===== config.mk =====
export PLATFORM = sky130hd
export DESIGN_NAME = mc_bus_top
export DESIGN_NICKNAME = d
export VERILOG_FILES = /design/src/source/mc_pkg.sv /design/src/source/bus_master_arbiter.sv /design/src/source/io_page_decoder.sv /design/src/source/mc_bus_top.sv /design/src/source/sd_card_arbiter.sv /design/src/source/vector_irq_ctrl.sv
export SDC_FILE = /design/constraint.sdc
export NUM_CORES = 1
export LEC_CHECK = 0
export ABC_AREA = 1
export BUFFER_PORTS_ARGS = -buffer_cell sky130_fd_sc_hd__buf_2
export CELL_PAD_IN_SITES_DETAIL_PLACEMENT = 1
export CELL_PAD_IN_SITES_GLOBAL_PLACEMENT = 1
export CORE_AREA = 8 8 169 171
export DETAILED_ROUTE_END_ITERATION = 6
export DIE_AREA = 0 0 177 179
export PLACE_DENSITY = 0.67
export RECOVER_POWER = 25
export SYNTH_ARGS = -nofsm -noshare
export SYNTH_HDL_FRONTEND = slang
export SYNTH_SLANG_ARGS = --single-unit

===== constraint.sdc =====
create_clock -name wb_clk -period 2 [get_ports wb_clk]
set_clock_uncertainty 0.2 [all_clocks]
set_input_delay 0.2 -clock wb_clk [delete_from_list [all_inputs] [get_ports wb_clk]]
set_output_delay 0.2 -clock wb_clk [all_outputs]
set_load 0.02 [all_outputs]

===== src/source/mc_pkg.sv =====
/* shared definitions of the MC1201.02 bus core: bus structs, device map,
   interrupt vectors and widths, referenced by scoped name from RTL and bench */

package mc_pkg;

	//**********************************************************
	//* bus widths and transfer structs
	//**********************************************************
	localparam int ADR_W = 17;	// 16-bit address plus console/user bit
	localparam int DAT_W = 16;
	localparam int SEL_W = 2;	// byte lanes

	// request as driven by one master
	typedef struct packed {
		logic [ADR_W-1:0] adr;
		logic [DAT_W-1:0] dat;	// write data
		logic             cyc;
		logic             we;	// 1 - write from master
		logic [SEL_W-1:0] sel;
		logic             stb;
	} wb_req_t;

	// response back to a master
	typedef struct packed {
		logic [DAT_W-1:0] dat;	// read data
		logic             ack;
	} wb_rsp_t;

	// one SD-card client lane
	typedef struct packed {
		logic mosi;
		logic cs;
	} sd_lane_t;

	//**********************************************************
	//* slave devices
	//**********************************************************
	typedef enum logic [3:0] {
		DEV_ROM, DEV_DRAM, DEV_UART1, DEV_UART2, DEV_RK,
		DEV_LPT, DEV_DW, DEV_RX, DEV_MY, DEV_KGD
	} dev_e;

	localparam int N_DEV = 10;
	typedef logic [N_DEV-1:0] dev_vec_t;	// selects, acks
	typedef logic [N_DEV-1:0][DAT_W-1:0] dev_dat_t;

	// base addresses and number of low bits ignored by the compare
	localparam logic [ADR_W-1:0] BASE_ROM   = 17'o340000;	// shadow window, bits 16:13 = 1110
	localparam int               SHIFT_ROM  = 13;
	localparam logic [ADR_W-1:0] BASE_UART1 = 17'o177560;	// console
	localparam int               SHIFT_UART1 = 3;
	localparam logic [ADR_W-1:0] BASE_UART2 = 17'o176500;
	localparam int               SHIFT_UART2 = 3;
	localparam logic [ADR_W-1:0] BASE_LPT   = 17'o177514;
	localparam int               SHIFT_LPT  = 2;
	localparam logic [ADR_W-1:0] BASE_RK    = 17'o177400;
	localparam int               SHIFT_RK   = 4;
	localparam logic [ADR_W-1:0] BASE_DW    = 17'o174000;
	localparam int               SHIFT_DW   = 5;
	localparam logic [ADR_W-1:0] BASE_RX    = 17'o177170;
	localparam int               SHIFT_RX   = 2;
	localparam logic [ADR_W-1:0] BASE_MY    = 17'o172140;
	localparam int               SHIFT_MY   = 2;
	localparam logic [ADR_W-1:0] BASE_KGD   = 17'o176640;	// graphics
	localparam int               SHIFT_KGD  = 3;

	//**********************************************************
	//* interrupts, index 0 has the highest priority
	//**********************************************************
	localparam int N_IRQ = 9;
	// MY, RX, DW, printer, RK, UART2 rx/tx, UART1 rx/tx
	localparam logic [N_IRQ-1:0][DAT_W-1:0] IRQ_VEC = {
		16'o000170, 16'o000264, 16'o000300, 16'o000200, 16'o000220,
		16'o000330, 16'o000334, 16'o000060, 16'o000064
	};
	localparam logic [DAT_W-1:0] STARTUP_WORD = 16'o140001;	// address-less read

	// SD-card clients, lane order RK, DW, DX, MY
	localparam int N_SD  = 4;
	localparam int SD_RK = 0;	// default owner of the card lines

endpackage


===== src/source/bus_master_arbiter.sv =====
/* bus master arbiter: hands the shared Wishbone bus to the processor or
   one of the RK/MY DMA engines, switching only between bus cycles */

`timescale 1ns/1ps

module bus_master_arbiter (
	input  logic            wb_clk,
	input  logic            rst_i,
	input  mc_pkg::wb_req_t cpu_req_i,	// processor
	input  mc_pkg::wb_req_t rk_req_i,	// RK11 DMA
	input  mc_pkg::wb_req_t my_req_i,	// MY DMA
	input  logic            rk_dma_i,	// raise-and-hold DMA requests
	input  logic            my_dma_i,
	input  mc_pkg::wb_rsp_t bus_rsp_i,	// from the decoder
	output mc_pkg::wb_req_t bus_req_o,
	output mc_pkg::wb_rsp_t cpu_rsp_o,
	output mc_pkg::wb_rsp_t rk_rsp_o,
	output mc_pkg::wb_rsp_t my_rsp_o,
	output logic            cpu_gnt_o,
	output logic            rk_gnt_o,
	output logic            my_gnt_o
);

	logic            rk_gnt_q;	// RK owns the bus
	logic            my_gnt_q;	// MY owns the bus
	mc_pkg::wb_req_t bus_req;

	//**********************************************************
	//* grant state
	//**********************************************************
	// owner may only change while no cycle is running
	always_ff @(posedge wb_clk) begin
		if (rst_i) begin
			rk_gnt_q <= 1'b0;
			my_gnt_q <= 1'b0;
		end else if (!bus_req.cyc) begin
			rk_gnt_q <= rk_dma_i;			// RK wins a tie
			my_gnt_q <= !rk_dma_i && my_dma_i;
		end
	end

	assign rk_gnt_o  = rk_gnt_q;
	assign my_gnt_o  = my_gnt_q;
	assign cpu_gnt_o = !(rk_gnt_q || my_gnt_q);	// cpu stalls while DMA holds

	//**********************************************************
	//* request and response steering
	//**********************************************************
	always_comb begin
		bus_req = cpu_req_i;
		if (rk_gnt_q) begin
			bus_req     = rk_req_i;
			bus_req.sel = '1;	// DMA is always word wide
		end else if (my_gnt_q) begin
			bus_req     = my_req_i;
			bus_req.sel = '1;
		end
	end

	assign bus_req_o = bus_req;

	// only the owner sees ack and data
	always_comb begin
		cpu_rsp_o = '0;
		rk_rsp_o  = '0;
		my_rsp_o  = '0;
		if (rk_gnt_q)
			rk_rsp_o = bus_rsp_i;
		else if (my_gnt_q)
			my_rsp_o = bus_rsp_i;
		else
			cpu_rsp_o = bus_rsp_i;
	end

	// never two DMA owners
	a_dma_excl: assert property (@(posedge wb_clk) disable iff (rst_i)
		!(rk_gnt_q && my_gnt_q));

endmodule


===== src/source/io_page_decoder.sv =====
/* address decoder of the system bus: forms the slave selects from the
   device map, maps dynamic memory and ROM, merges slave acks and read data */

`timescale 1ns/1ps

module io_page_decoder (
	input  logic             wb_clk,	// assertion clock only
	input  logic             rst_i,
	input  mc_pkg::wb_req_t  bus_req_i,
	input  mc_pkg::dev_vec_t slv_ack_i,
	input  mc_pkg::dev_dat_t slv_dat_i,
	output mc_pkg::dev_vec_t slv_stb_o,
	output mc_pkg::wb_rsp_t  bus_rsp_o
);

	logic [mc_pkg::ADR_W-1:0] adr;
	mc_pkg::dev_vec_t         sel;	// address match, before strobe gating
	logic [mc_pkg::DAT_W-1:0] rd_dat;

	// register window compare, low bits ignored
	function automatic logic io_hit(
		input logic [mc_pkg::ADR_W-1:0] a,
		input logic [mc_pkg::ADR_W-1:0] base,
		input int                       shift
	);
		return (a >> shift) == (base >> shift);
	endfunction

	assign adr = bus_req_i.adr;

	//**********************************************************
	//* device selects
	//**********************************************************
	always_comb begin
		sel = '0;
		// monitor ROM in the shadow area
		sel[mc_pkg::DEV_ROM] = io_hit(adr, mc_pkg::BASE_ROM, mc_pkg::SHIFT_ROM);
		// user mode (bit 16 low) sees 000000-157776,
		// console mode (bit 16 high) sees only the 160000 page
		sel[mc_pkg::DEV_DRAM] = (adr[15:13] != 3'b111) ^ adr[16];
		sel[mc_pkg::DEV_UART1] = io_hit(adr, mc_pkg::BASE_UART1, mc_pkg::SHIFT_UART1);
		sel[mc_pkg::DEV_UART2] = io_hit(adr, mc_pkg::BASE_UART2, mc_pkg::SHIFT_UART2);
		sel[mc_pkg::DEV_RK]    = io_hit(adr, mc_pkg::BASE_RK, mc_pkg::SHIFT_RK);
		sel[mc_pkg::DEV_LPT]   = io_hit(adr, mc_pkg::BASE_LPT, mc_pkg::SHIFT_LPT);
		sel[mc_pkg::DEV_DW]    = io_hit(adr, mc_pkg::BASE_DW, mc_pkg::SHIFT_DW);
		sel[mc_pkg::DEV_RX]    = io_hit(adr, mc_pkg::BASE_RX, mc_pkg::SHIFT_RX);
		sel[mc_pkg::DEV_MY]    = io_hit(adr, mc_pkg::BASE_MY, mc_pkg::SHIFT_MY);
		sel[mc_pkg::DEV_KGD]   = io_hit(adr, mc_pkg::BASE_KGD, mc_pkg::SHIFT_KGD);
	end

	// strobes only inside an active transfer
	assign slv_stb_o = (bus_req_i.stb && bus_req_i.cyc) ? sel : '0;

	//**********************************************************
	//* return path
	//**********************************************************
	// read data from whichever device is selected
	always_comb begin
		rd_dat = '0;
		for (int i = 0; i < mc_pkg::N_DEV; i++)
			if (slv_stb_o[i])
				rd_dat = rd_dat | slv_dat_i[i];
	end

	assign bus_rsp_o.dat = rd_dat;
	assign bus_rsp_o.ack = |slv_ack_i;	// wired-or of all slave acks

	// device map must not overlap
	a_one_sel: assert property (@(posedge wb_clk) disable iff (rst_i)
		$onehot0(slv_stb_o));

endmodule


===== src/source/mc_bus_top.sv =====
/* system-bus core of the MC1201.02 board: master arbitration, address
   decoding, SD-card sharing and vectored interrupts behind one port list */

`timescale 1ns/1ps

module mc_bus_top (
	input  logic                                wb_clk,
	input  logic                                rst_i,
	// processor and DMA masters
	input  mc_pkg::wb_req_t                     cpu_req_i,
	output mc_pkg::wb_rsp_t                     cpu_rsp_o,
	output logic                                cpu_gnt_o,
	input  mc_pkg::wb_req_t                     rk_req_i,
	input  logic                                rk_dma_i,
	output mc_pkg::wb_rsp_t                     rk_rsp_o,
	output logic                                rk_gnt_o,
	input  mc_pkg::wb_req_t                     my_req_i,
	input  logic                                my_dma_i,
	output mc_pkg::wb_rsp_t                     my_rsp_o,
	output logic                                my_gnt_o,
	// slaves
	output mc_pkg::wb_req_t                     slv_req_o,
	output mc_pkg::dev_vec_t                    slv_stb_o,
	input  mc_pkg::dev_vec_t                    slv_ack_i,
	input  mc_pkg::dev_dat_t                    slv_dat_i,
	// SD card
	input  logic [mc_pkg::N_SD-1:0]             sd_req_i,
	input  mc_pkg::sd_lane_t [mc_pkg::N_SD-1:0] sd_lane_i,
	output logic [mc_pkg::N_SD-1:0]             sd_gnt_o,
	output logic                                sd_mosi_o,
	output logic                                sd_cs_o,
	// interrupts
	input  logic [mc_pkg::N_IRQ-1:0]            irq_req_i,
	output logic [mc_pkg::N_IRQ-1:0]            irq_ack_o,
	input  logic                                vec_stb_i,
	input  logic                                vec_una_i,
	output logic                                vec_irq_o,
	output logic [mc_pkg::DAT_W-1:0]            vec_dat_o,
	output logic                                vec_ack_o
);

	mc_pkg::wb_req_t bus_req;	// owner's request on the shared bus
	mc_pkg::wb_rsp_t bus_rsp;

	assign slv_req_o = bus_req;

	//**********************************************************
	//* bus masters and slaves
	//**********************************************************
	bus_master_arbiter bus_master_arbiter_inst (
		.wb_clk    (wb_clk),
		.rst_i     (rst_i),
		.cpu_req_i (cpu_req_i),
		.rk_req_i  (rk_req_i),
		.my_req_i  (my_req_i),
		.rk_dma_i  (rk_dma_i),
		.my_dma_i  (my_dma_i),
		.bus_rsp_i (bus_rsp),
		.bus_req_o (bus_req),
		.cpu_rsp_o (cpu_rsp_o),
		.rk_rsp_o  (rk_rsp_o),
		.my_rsp_o  (my_rsp_o),
		.cpu_gnt_o (cpu_gnt_o),
		.rk_gnt_o  (rk_gnt_o),
		.my_gnt_o  (my_gnt_o)
	);

	io_page_decoder io_page_decoder_inst (
		.wb_clk    (wb_clk),
		.rst_i     (rst_i),
		.bus_req_i (bus_req),
		.slv_ack_i (slv_ack_i),
		.slv_dat_i (slv_dat_i),
		.slv_stb_o (slv_stb_o),
		.bus_rsp_o (bus_rsp)
	);

	//**********************************************************
	//* SD card and interrupts
	//**********************************************************
	sd_card_arbiter sd_card_arbiter_inst (
		.wb_clk    (wb_clk),
		.rst_i     (rst_i),
		.sd_req_i  (sd_req_i),
		.sd_lane_i (sd_lane_i),
		.sd_gnt_o  (sd_gnt_o),
		.sd_mosi_o (sd_mosi_o),
		.sd_cs_o   (sd_cs_o)
	);

	vector_irq_ctrl vector_irq_ctrl_inst (
		.wb_clk    (wb_clk),
		.rst_i     (rst_i),
		.irq_req_i (irq_req_i),
		.vec_stb_i (vec_stb_i),
		.vec_una_i (vec_una_i),
		.vec_irq_o (vec_irq_o),
		.vec_dat_o (vec_dat_o),
		.vec_ack_o (vec_ack_o),
		.irq_ack_o (irq_ack_o)
	);

endmodule


===== src/source/sd_card_arbiter.sv =====
/* SD-card arbiter: one disk controller at a time owns the card, held until
   it drops its request; the owner's MOSI and chip select drive the card */

`timescale 1ns/1ps

module sd_card_arbiter (
	input  logic                                  wb_clk,
	input  logic                                  rst_i,
	input  logic [mc_pkg::N_SD-1:0]               sd_req_i,	// RK, DW, DX, MY
	input  mc_pkg::sd_lane_t [mc_pkg::N_SD-1:0]   sd_lane_i,
	output logic [mc_pkg::N_SD-1:0]               sd_gnt_o,
	output logic                                  sd_mosi_o,
	output logic                                  sd_cs_o
);

	logic [mc_pkg::N_SD-1:0] gnt_q;
	logic [mc_pkg::N_SD-1:0] first_req;	// lowest-index requester
	mc_pkg::sd_lane_t        lane;

	// fixed priority, lowest index wins
	always_comb begin
		first_req = '0;
		for (int i = mc_pkg::N_SD - 1; i >= 0; i--) begin
			if (sd_req_i[i]) begin
				first_req    = '0;
				first_req[i] = 1'b1;
			end
		end
	end

	//**********************************************************
	//* grant
	//**********************************************************
	always_ff @(posedge wb_clk) begin
		if (rst_i)
			gnt_q <= '0;
		else if (gnt_q == '0)
			gnt_q <= first_req;			// idle, look for a client
		else if ((gnt_q & sd_req_i) == '0)
			gnt_q <= '0;				// owner let go
	end

	assign sd_gnt_o = gnt_q;

	//**********************************************************
	//* card line mux
	//**********************************************************
	always_comb begin
		lane = sd_lane_i[mc_pkg::SD_RK];	// RK lane when nobody owns it
		for (int i = 0; i < mc_pkg::N_SD; i++)
			if (gnt_q[i])
				lane = sd_lane_i[i];
	end

	assign sd_mosi_o = lane.mosi;
	assign sd_cs_o   = lane.cs;

	a_gnt_onehot: assert property (@(posedge wb_clk) disable iff (rst_i)
		$onehot0(gnt_q));

endmodule


===== src/source/vector_irq_ctrl.sv =====
/* vectored interrupt controller: on a vector read returns the vector of the
   highest-priority request and acks that source, or the startup word on an
   address-less read */

`timescale 1ns/1ps

module vector_irq_ctrl (
	input  logic                     wb_clk,
	input  logic                     rst_i,
	input  logic [mc_pkg::N_IRQ-1:0] irq_req_i,	// level requests
	input  logic                     vec_stb_i,	// vector read strobe
	input  logic                     vec_una_i,	// address-less read
	output logic                     vec_irq_o,
	output logic [mc_pkg::DAT_W-1:0] vec_dat_o,
	output logic                     vec_ack_o,
	output logic [mc_pkg::N_IRQ-1:0] irq_ack_o
);

	logic [mc_pkg::N_IRQ-1:0] first_req;	// one-hot winner
	logic [mc_pkg::DAT_W-1:0] pick_vec;	// its vector, zero if none
	logic                     ack_q;
	logic                     done_q;	// answered, wait for strobe low
	logic [mc_pkg::N_IRQ-1:0] irq_ack_q;
	logic [mc_pkg::DAT_W-1:0] dat_q;

	assign vec_irq_o = |irq_req_i;	// straight to the processor

	//**********************************************************
	//* priority encoder
	//**********************************************************
	// walk down so index 0 ends up on top
	always_comb begin
		first_req = '0;
		pick_vec  = '0;
		for (int i = mc_pkg::N_IRQ - 1; i >= 0; i--) begin
			if (irq_req_i[i]) begin
				first_req    = '0;
				first_req[i] = 1'b1;
				pick_vec     = mc_pkg::IRQ_VEC[i];
			end
		end
	end

	//**********************************************************
	//* vector read handshake
	//**********************************************************
	always_ff @(posedge wb_clk) begin
		if (rst_i) begin
			ack_q     <= 1'b0;
			done_q    <= 1'b0;
			irq_ack_q <= '0;
		end else begin
			ack_q     <= 1'b0;		// single-cycle pulses
			irq_ack_q <= '0;
			if (!vec_stb_i)
				done_q <= 1'b0;
			else if (!done_q) begin
				ack_q  <= 1'b1;
				done_q <= 1'b1;
				// startup read leaves the sources alone
				irq_ack_q <= vec_una_i ? '0 : first_req;
			end
		end
	end

	// data word latched with the ack
	always_ff @(posedge wb_clk) begin
		if (vec_stb_i && !done_q)
			dat_q <= vec_una_i ? mc_pkg::STARTUP_WORD : pick_vec;
	end

	assign vec_ack_o = ack_q;
	assign vec_dat_o = dat_q;
	assign irq_ack_o = irq_ack_q;

	// a source ack only rides along with the vector ack
	a_iack: assert property (@(posedge wb_clk) disable iff (rst_i)
		$onehot0(irq_ack_o) && (irq_ack_o == '0 || vec_ack_o));

endmodule

-- Word level (Yosys, flattened, before mapping)
Index checks and enable logic that the tools add are counted.
- word-level logic and storage cells: 110
- memories: 0
- bits in latches: 0
- flip-flop bits (word level): 33
- bits of input ports: 311
- RAM bits: 0
- bits in read-only memories: 0
- output and inout bits: 135
- $add $sub $neg: 0
- multipliers: 0
- $lt $le $gt $ge: 0
- div/mod/pow operators: 0
- shift operators: 0
- reduce and logical (&&, ||, !) cells: 24
- mux-type cells: 47
- bitwise gates (word level): 12
- eq/ne operators: 10
- operators by type and width (operator ; count):
    $mux 16 ; 10
    $or 16x16->16 ; 9
    $mux 17 ; 5
    $mux 38 ; 2
    $mux 8 ; 7
    $eq 15x14->1 const B ; 3
    $eq 14x13->1 const B ; 3
    $mux 4 ; 7
    $reduce_or 9->1 ; 3
    $reduce_or 10->1 ; 2
    $mux 6 ; 3
    $mux 7 ; 2
    $eq 13x12->1 const B ; 1
    $eq 12x11->1 const B ; 1
    $reduce_or 12->1 ; 1
    $reduce_or 11->1 ; 1
    $mux 10 ; 1
    $mux 9 ; 1
    $logic_not 4->1 ; 2
    $mux 2 ; 4
    $reduce_or 8->1 ; 1
    $reduce_or 7->1 ; 1
    $reduce_or 6->1 ; 1
    $mux 5 ; 1
    other kinds (15) ; 21

-- Depth between registers and ports, before layout
Gate-level depths: netlist (run 1).
- word-level depth: 26
- gate-level depth with buffers: 17
- depth with buffers taken out: 14

-- Hierarchy
Synthesis (run 1) repeated with hierarchy kept, for this count alone.
- cells, all modules: 841
- area, all modules: 4413.0 um^2
- modules (own cells, without submodules) (module ; cells each ; instances ; sequential area each (um^2) ; area an instance (um^2)):
    io_page_decoder ; 444 ; 1 ; 0.0 ; 1990.7
    bus_master_arbiter ; 271 ; 1 ; 40.0 ; 1328.8
    vector_irq_ctrl ; 82 ; 1 ; 430.4 ; 818.3
    sd_card_arbiter ; 44 ; 1 ; 80.1 ; 275.3

-- Worst setup path before layout (run 1)
No wires, ideal clock.
- path kind: register to output
- from: reg bus_master_arbiter_inst.rk_gnt_q (netlist: bus_master_arbiter_inst.rk_gnt_o)
- to: out cpu_rsp_o[10] (netlist bit)
- slack: -0.614 ns
- buffers on the path: 3
- stages on the path, launching flop included: 16
- arrival: 2.214 ns
- cell sequence: dfxtp_1 > buf_6 > inv_2 > buf_2 > nand3_1 > nand3_1 > nor2_1 > nand2_1 > nor2_2 > buf_4 > nand3_1 > nand2_1 > nor2_1 > nand3_2 > nand2_1 > inv_1
- RTL lines (item ; RTL line ; RTL):
    start: declaration ; bus_master_arbiter.sv:24 ; logic rk_gnt_q;
    start signal: assignment ; bus_master_arbiter.sv:37 ; rk_gnt_q <= rk_dma_i;
    end: declaration ; mc_bus_top.sv:11 ; output mc_pkg::wb_rsp_t cpu_rsp_o,

==> reports/metrics.csv, run 1 <==
stage,metric,value,unit
placement,dpl.hpwl,28.3,mm
floorplan,die_h,179,um
min_path,min_path_type,input port to flip-flop,
yosys,synth_compound_area_share,2.25,%
timing,rsz0062_at_grt,yes,
floorplan,start_util,16.6,%
power,p_leak,5.25,nW
clock_network,clock-root-buffer,clkbuf_16,
global_routing,grt_use_total,19.2,%
yosys,synth_area_leaders,"nand2_1 (24%), nand3_1 (19%), inv_1 (9.8%)",
yosys,synth_simple_gate_area_share,67.4,%
power,p_seq_share,18.4,%
detailed_routing,wl_per_cell,20.1,um
detailed_routing,vias,7618,
timing,finalCriticalPeriod,2920,ps
worst_setup_path,r2r_cells,8,
detailed_routing,drc,0,
timing,worst_slack,-921,ps
yosys,synth_mux_area_share,0,%
run,maxCapViolations,0,
cells_and_area,final_cell_area,9170,um2
yosys,synth-edff-count,7,
yosys,ys.flop_type,dfxtp_1,
timing,period_share,146,%
global_routing,grt_start_max_net_pins,37,
timing,slew_headroom,60.8,%
worst_setup_path,crit_family,simple AND/OR/NAND/NOR gates,
clock_network,cts_buffer_depth,2,
global_routing,antenna_found_initial,8,
timing,tightest_slew,586,ps
detailed_routing,ant_nets,0,
floorplan,die_w,177,um
timing,max_freq,342,MHz
clock_network,cts_inserted_buffers,3,
power,peakVddDrop,0.000445,V
placement,place_inst,1662,
detailed_routing,drt_wl_total,34.4,mm
worst_setup_path,path_buf_inv,6,
yosys,synth_top_family_by_area,simple AND/OR/NAND/NOR gates,
yosys,async_flop_share,0,%
worst_setup_path,r2r-end,bus_master_arbiter_inst.my_gnt_o,
power,p_per_area,318,nW/um2
worst_setup_path,cp.arrival,2520,ps
timing,holdWs,-2.88,ps
cells_and_area,n_fill_cell,3444,
outcome,outcome,"finished, violations left",
power,p_clk_share,15.0,%
timing,setup_viol,62,
global_routing,grt_pass1_wl,47.3,mm
detailed_routing,vias_per_cell,4.45,
worst_setup_path,cp_max_fo,8,
yosys,yosysMostFrequentCell,nand2_1,
yosys,yosysWarningCount,0,
worst_setup_path,crit_path_end_kind,output port,
detailed_routing,first_iter_violations,313,
min_path,hold_depth,3,
power,combPwrFrac,66.6,%
clock_network,insertion_delay,260,ps
cells_and_area,areaGrowthSynthToFinish,114,%
yosys,syn_area_per_cell,5.13,um2
yosys,syn_inst,836,
worst_setup_path,reg2reg_from,bus_master_arbiter_inst.my_gnt_o,
clock_network,cts.sinks,24,
global_routing,grt_pass1_vias,7976,
yosys,synth_area,4290,um2
worst_setup_path,critical_path_class,flip-flop to output port,
cells_and_area,layoutNonFillerInstCount,1711,
clock_network,htreeDepth,1,
yosys,synth-adder-area-share,0,%
placement,port_buffers,434,
yosys,synth_xor_area_share,0,%
floorplan,core,25800,um2
power,swShare,43.6,%
timing,hold_violations,1,
yosys,netlist.area_leader.share,23.6,%
yosys,yosysTopAreaCell,nand2_1,
worst_setup_path,startpoint_type,flip-flop,
worst_setup_path,required,1600,ps
worst_setup_path,crit_slowest_cell,dfxtp_4,
cells_and_area,multi_input_area,3750,um2
outcome,failed_checks,"hold timing, setup timing",
cells_and_area,drive_above_1_share,58.5,%
worst_setup_path,max_stage_delay,370,ps
yosys,synth_cell_types,31,
worst_setup_path,reg2reg_slack,530,ps
worst_setup_path,path_cells,buf_6 > buf_4 > nand3_2 > nand3_4 > nor2_4 > nand3_4 > nor2_4 > buf_12 > buf_4 > nand3_1 > nand2_1 > nor2_2 > nand3_2 > nand2_1 > inv_2 > buf_2,
power,p_sw,0.00127,W
timing,drv_slew,0,
floorplan,ioPinCount,446,
worst_setup_path,critical_path_depth,16,
placement,pre_cts_slack,-848,ps
floorplan,rows,59,
min_path,whs_endpoint,bus_master_arbiter_inst.rk_gnt_o,
clock_network,cts_tree,done,
yosys,ys_seq_area_share,12.8,%
min_path,hp-start,rk_dma_i,
cells_and_area,fin_nets,1685,
yosys,ys_ff_latch,24,
placement,gp_congestion,0.925,
power,internal_power,0.00164,W
global_routing,grt_overflow,0,
floorplan,design.die.area,31700,um2
detailed_routing,dr.pass1.iters,4,
yosys,ys_top_cells_by_count,"nand2_1 (270), nand3_1 (167), inv_1 (112)",
placement,dpl_cell_area,7760,um2
cells_and_area,seqCellArea,558,um2
clock_network,clkSlewWorstSetupHoldPaths,60,ps
[state kept, by name (all words and copies together) (netlist names)]
register and cells:
vector_irq_ctrl_inst.vec_ack_o 1, bus_master_arbiter_inst.my_gnt_o 1, sd_card_arbiter_inst.sd_gnt_o 4, vector_irq_ctrl_inst.irq_ack_o 9
vector_irq_ctrl_inst.done_q 1, bus_master_arbiter_inst.rk_gnt_o 1, vector_irq_ctrl_inst.vec_dat_o 7
[cells in the final DEF (no fill, tap or decap), types with 4 or more instances in the layout]
master	count
nor2_2	38
nor2_1	61
dlygate4sd3_1	4
edfxtp_1	7
clkbuf_16	5
inv_1	59
nand2_1	224
nand3_4	21
clkbuf_1	19
nor2_4	20
nand2_2	43
nand3_2	45
conb_1	7
inv_2	55
buf_2	345
dfxtp_1	15
buf_4	144
nor3_1	18
a21oi_1	10
nand2_4	8
buf_6	39
buf_12	20
nor3_2	4
nand3_1	128
nand4_1	5
[how the worst max path moves through the flow]
stage,startpoint,endpoint,slack [ps]
2_1_floorplan,bus_master_arbiter_inst.rk_gnt_o,slv_stb_o[7],-370
3_3_place_gp,bus_master_arbiter_inst.rk_gnt_o,my_rsp_o[5],-810
3_5_place_dp,bus_master_arbiter_inst.rk_gnt_o,rk_rsp_o[5],-850
4_1_cts,bus_master_arbiter_inst.rk_gnt_o,rk_rsp_o[1],-890
5_1_grt,bus_master_arbiter_inst.rk_gnt_o,cpu_rsp_o[7],-1030
6_report,bus_master_arbiter_inst.my_gnt_o,my_rsp_o[11],-920
[power by group through the flow]
stage	clock, W	combinational (W)	sequential [W]
6_report	0.000437	0.00194	0.000535
5_1_grt	0.000454	0.00209	0.000537
4_1_cts	0.000434	0.00181	0.000536
3_5_place_dp	0	0.00165	0.000544
3_3_place_gp	0	0.00163	0.000543
2_1_floorplan	0	0.000791	0.000561
[metal layers]
layer / part of all wire, % / GRT usage [%] / up-vias / wire length, um
met1: 37 / 21.1 / 3573 / 12800
met5: 0.20 / 0 / - / 68
met2: 54 / 36.9 / 298 / 18400
met3: 7.2 / 4.42 / 39 / 2490
li1: - / - / 3698 / -
met4: 1.9 / 3.89 / 10 / 642
[kinds of logic (layout without fill, tap and decap cells)]
group | Yosys count | count (layout)
AOI/OAI and AO/OA | 17 | 17
and+or+nand+nor | 627 | 627
DFF | 24 | 24
other | 1 | 10
buffers and inverters | 167 | 698
[metrics by stage]
step	util (%)	total power (W)	hold WS (ps)	TNS (ps)
after CTS	33.4	0.00278	3.23	-44200
after global routing	35.6	0.00308	13.4	-52910
after detailed placement	30.1	0.00219	213	-36140
final	35.6	0.00291	-2.88	-44650
after floorplan	-	0.00135	59.4	-18120
after global placement	30.1	0.00217	210	-34440
[cell type report]
class / instances / share of cell area, %
multi-input combinational: 651 / 40.9
clock buffer: 4 / 0.860
timing repair buffer: 576 / 42.5
sequential: 24 / 6.09
tap: 335 / 4.57
antenna: 3 / 0.0819
inverter: 118 / 4.99
[worst register-to-register path, cell delays in order, from the launching register on]
cell,delay [ps]
dfxtp_4,370
nor2_4,150
buf_6,170
nand2_2,70
nand3_4,70
buf_4,130
inv_1,50
nand3b_1,70
a21oi_1,60
[timing repair]
item,4_1_cts,5_1_grt
buffers inserted,20,12
resized for setup,148,116
gates cloned,4,2
hold buffers,4,0
pin swaps,14,16
endpoints found under the hold margin,3,0
setup endpoints to repair,77,77
Note: power is estimated with default switching activity, not from simulation.
==> run 2, diff against run 1 <==
CORE_AREA = 2 2 173 175   (was 8 8 169 171)
DIE_AREA = 0 0 175 177   (was 0 0 177 179)
PLACE_DENSITY = 0.6   (was 0.67)
==> run 2 against run 1 <==
  * The run still ends with hold timing, setup timing left
  * Sequential power hardly changed
  * First-iteration DRC count fell by 26%
  * Sequential share of layout area is 0.24 points lower
  * Non-clock buffer count shrank 15
  * Critical path depth is 3 higher
  * Critical endpoint is now cpu_rsp_o[8]
  * Highest routed layer unchanged
==> reports/metrics.csv, run 2 (synthesis results as in run 1) <==
stage,metric,value,unit,change
outcome,outcome,"finished, violations left",,
outcome,failed_checks,"hold timing, setup timing",,
worst_setup_path,path_buf_inv,7,,+1
global_routing,antenna_found_initial,7,,-1
power,p_leak,5.30,nW,+1.0%
floorplan,design.die.area,31000,um2,-2.2%
timing,worst_slack,-919,ps,+2.41 ps
timing,period_share,146,%,about the same
floorplan,die_h,177,um,-1.1%
global_routing,grt_pass1_vias,7457,,-6.5%
worst_setup_path,max_stage_delay,370,ps,about the same
floorplan,core,29200,um2,+14%
worst_setup_path,reg2reg_from,vector_irq_ctrl_inst.done_q,,
placement,dpl.hpwl,26.0,mm,-8.1%
timing,setup_viol,77,,+24%
timing,hold_violations,1,,unchanged
min_path,min_path_type,input port to flip-flop,,
worst_setup_path,startpoint,bus_master_arbiter_inst.rk_gnt_o,,
worst_setup_path,startpoint_type,flip-flop,,
detailed_routing,vias_per_cell,4.25,,-4.6%
clock_network,insertion_delay,250,ps,about the same
timing,rsz0062_at_grt,yes,,
worst_setup_path,required,1600,ps,about the same
cells_and_area,fin_nets,1670,,-0.89%
detailed_routing,first_iter_violations,233,,-26%
detailed_routing,wl_per_cell,18.0,um,-10%
clock_network,cts_inserted_buffers,3,,unchanged
detailed_routing,dr.pass1.iters,4,,unchanged
clock_network,cts.sinks,24,,unchanged
worst_setup_path,cp_max_fo,8,,unchanged
power,peakVddDrop,0.000400,V,-10%
detailed_routing,ant_nets,0,,unchanged
cells_and_area,n_fill_cell,3770,,+9.5%
timing,max_freq,343,MHz,about the same
placement,place_inst,1706,,+2.6%
floorplan,rows,63,,+6.8%
detailed_routing,vias,7456,,-2.1%
worst_setup_path,crit_path_end_kind,output port,,
power,p_per_area,309,nW/um2,-2.7%
placement,gp_congestion,0.890,,-3.7%
cells_and_area,areaGrowthSynthToFinish,122,%,
clock_network,clkSlewWorstSetupHoldPaths,60,ps,about the same
worst_setup_path,crit_family,simple AND/OR/NAND/NOR gates,,
worst_setup_path,crit_slowest_cell,dfxtp_4,,
placement,port_buffers,434,,unchanged
global_routing,grt_overflow,0,,unchanged
run,maxCapViolations,0,,unchanged
clock_network,clock-root-buffer,clkbuf_16,,
timing,tightest_slew,625,ps,+38.5 ps
cells_and_area,largest_reg_flops,9,,unchanged
clock_network,cts_tree,done,,
floorplan,start_util,14.7,%,-2.0 points
worst_setup_path,path_cells,nor2_4 > buf_12 > buf_12 > nand2_4 > inv_1 > nor2_4 > nand2_2 > nor2_4 > nand2_4 > nor2_4 > buf_12 > buf_16 > nand3_1 > nand2_1 > nor2_2 > nand3_2 > nand2_1 > inv_2 > buf_4,,
cells_and_area,final_common_cell,buf_2,,
timing,slew_headroom,58.2,%,-2.6 points
detailed_routing,drt_wl_total,31.6,mm,-8.0%
cells_and_area,layoutNonFillerInstCount,1756,,+2.6%
clock_network,htreeDepth,1,,unchanged
global_routing,grt_use_total,18.3,%,-0.90 points
min_path,hp-start,vec_stb_i,,
timing,drv_slew,0,,unchanged
cells_and_area,layout_common_cells,"buf_2 (342), nand2_1 (204), nand3_1 (134)",,
floorplan,die_w,175,um,-1.1%
clock_network,cts_buffer_depth,2,,unchanged
global_routing,grt_pass1_wl,43.8,mm,-7.3%
detailed_routing,drc,0,,unchanged
worst_setup_path,cp_common_cell,nor2_4,,
global_routing,grt_start_max_net_pins,37,,unchanged
timing,finalCriticalPeriod,2920,ps,-2.41 ps
worst_setup_path,critical_path_class,flip-flop to output port,,
floorplan,ioPinCount,446,,unchanged
placement,pre_cts_slack,-854,ps,-6.30 ps
worst_setup_path,cp.arrival,2520,ps,about the same
cells_and_area,drive_above_1_share,59.5,%,+1.0 points
timing,holdWs,-2.63,ps,+0.246 ps
## run 2: where the power goes
group / switching [W] / total, W / internal [W]
registers: 0.0000145 / 0.000533 / 0.000519
clock network: 0.000161 / 0.000433 / 0.000272
logic: 0.00111 / 0.00198 / 0.000875
## run 2: path summary, 6_finish.rpt
kind,depth (start not counted),slack [ps],end
max,19,-920,cpu_rsp_o[8]
min,3,-3,vector_irq_ctrl_inst.done_q
max reg2reg,6,270,vector_irq_ctrl_inst.irq_ack_o[8]
min reg2reg,2,300,sd_card_arbiter_inst.sd_gnt_o[0]
## run 2: final cells by class
class | count | area, um2 | share of cell area (%)
Timing Repair Buffer | 561 | 4000 | 42.0
Multi-Input combinational cell | 651 | 3940 | 41.3
Sequential cell | 24 | 558 | 5.85
Tap cell | 390 | 488 | 5.12
Inverter | 118 | 452 | 4.74
Clock buffer | 4 | 78.8 | 0.826
Antenna cell | 8 | 20.0 | 0.210
## run 2: worst register-to-register path: stages, from the launching register on
cell	delay [ps]
dfxtp_1	310
inv_1	50
nand2_1	80
nor2_1	130
nand2_1	110
nor4_1	210
dlygate4sd3_1	600
## run 2: metal layers
layer | wire length, um | up-vias | global-route usage (%)
met1 | 12200 | 3455 | 21.1
met4 | 753 | 4 | 4.03
met3 | 2010 | 40 | 3.20
li1 | - | 3667 | -
met5 | 24 | - | 0
met2 | 16700 | 290 | 35.2
## run 2: through the flow
stage / instance area, um2 / power (W) / setup TNS (ps) / util, % / hold slack [ps]
after floorplan: 4590 / 0.00135 / -18120 / - / 59.4
after detailed placement: 7800 / 0.00218 / -37350 / 26.7 / 230
final: 9540 / 0.00295 / -47760 / 32.6 / -2.63
after global routing: 9530 / 0.00314 / -57500 / 32.6 / 24.5
after global placement: 7800 / 0.00217 / -36970 / 26.7 / 227
after CTS: 8550 / 0.00270 / -46970 / 29.2 / 1.73
## run 2: repair_timing
action | 4_1_cts | 5_1_grt
endpoints found under the setup margin | 77 | 77
hold endpoints to repair | 2 | 0
resized for setup | 134 | 206
gates cloned | 4 | 4
setup buffers | 9 | 20
pin swaps | 18 | 37
hold buffers | 3 | 0
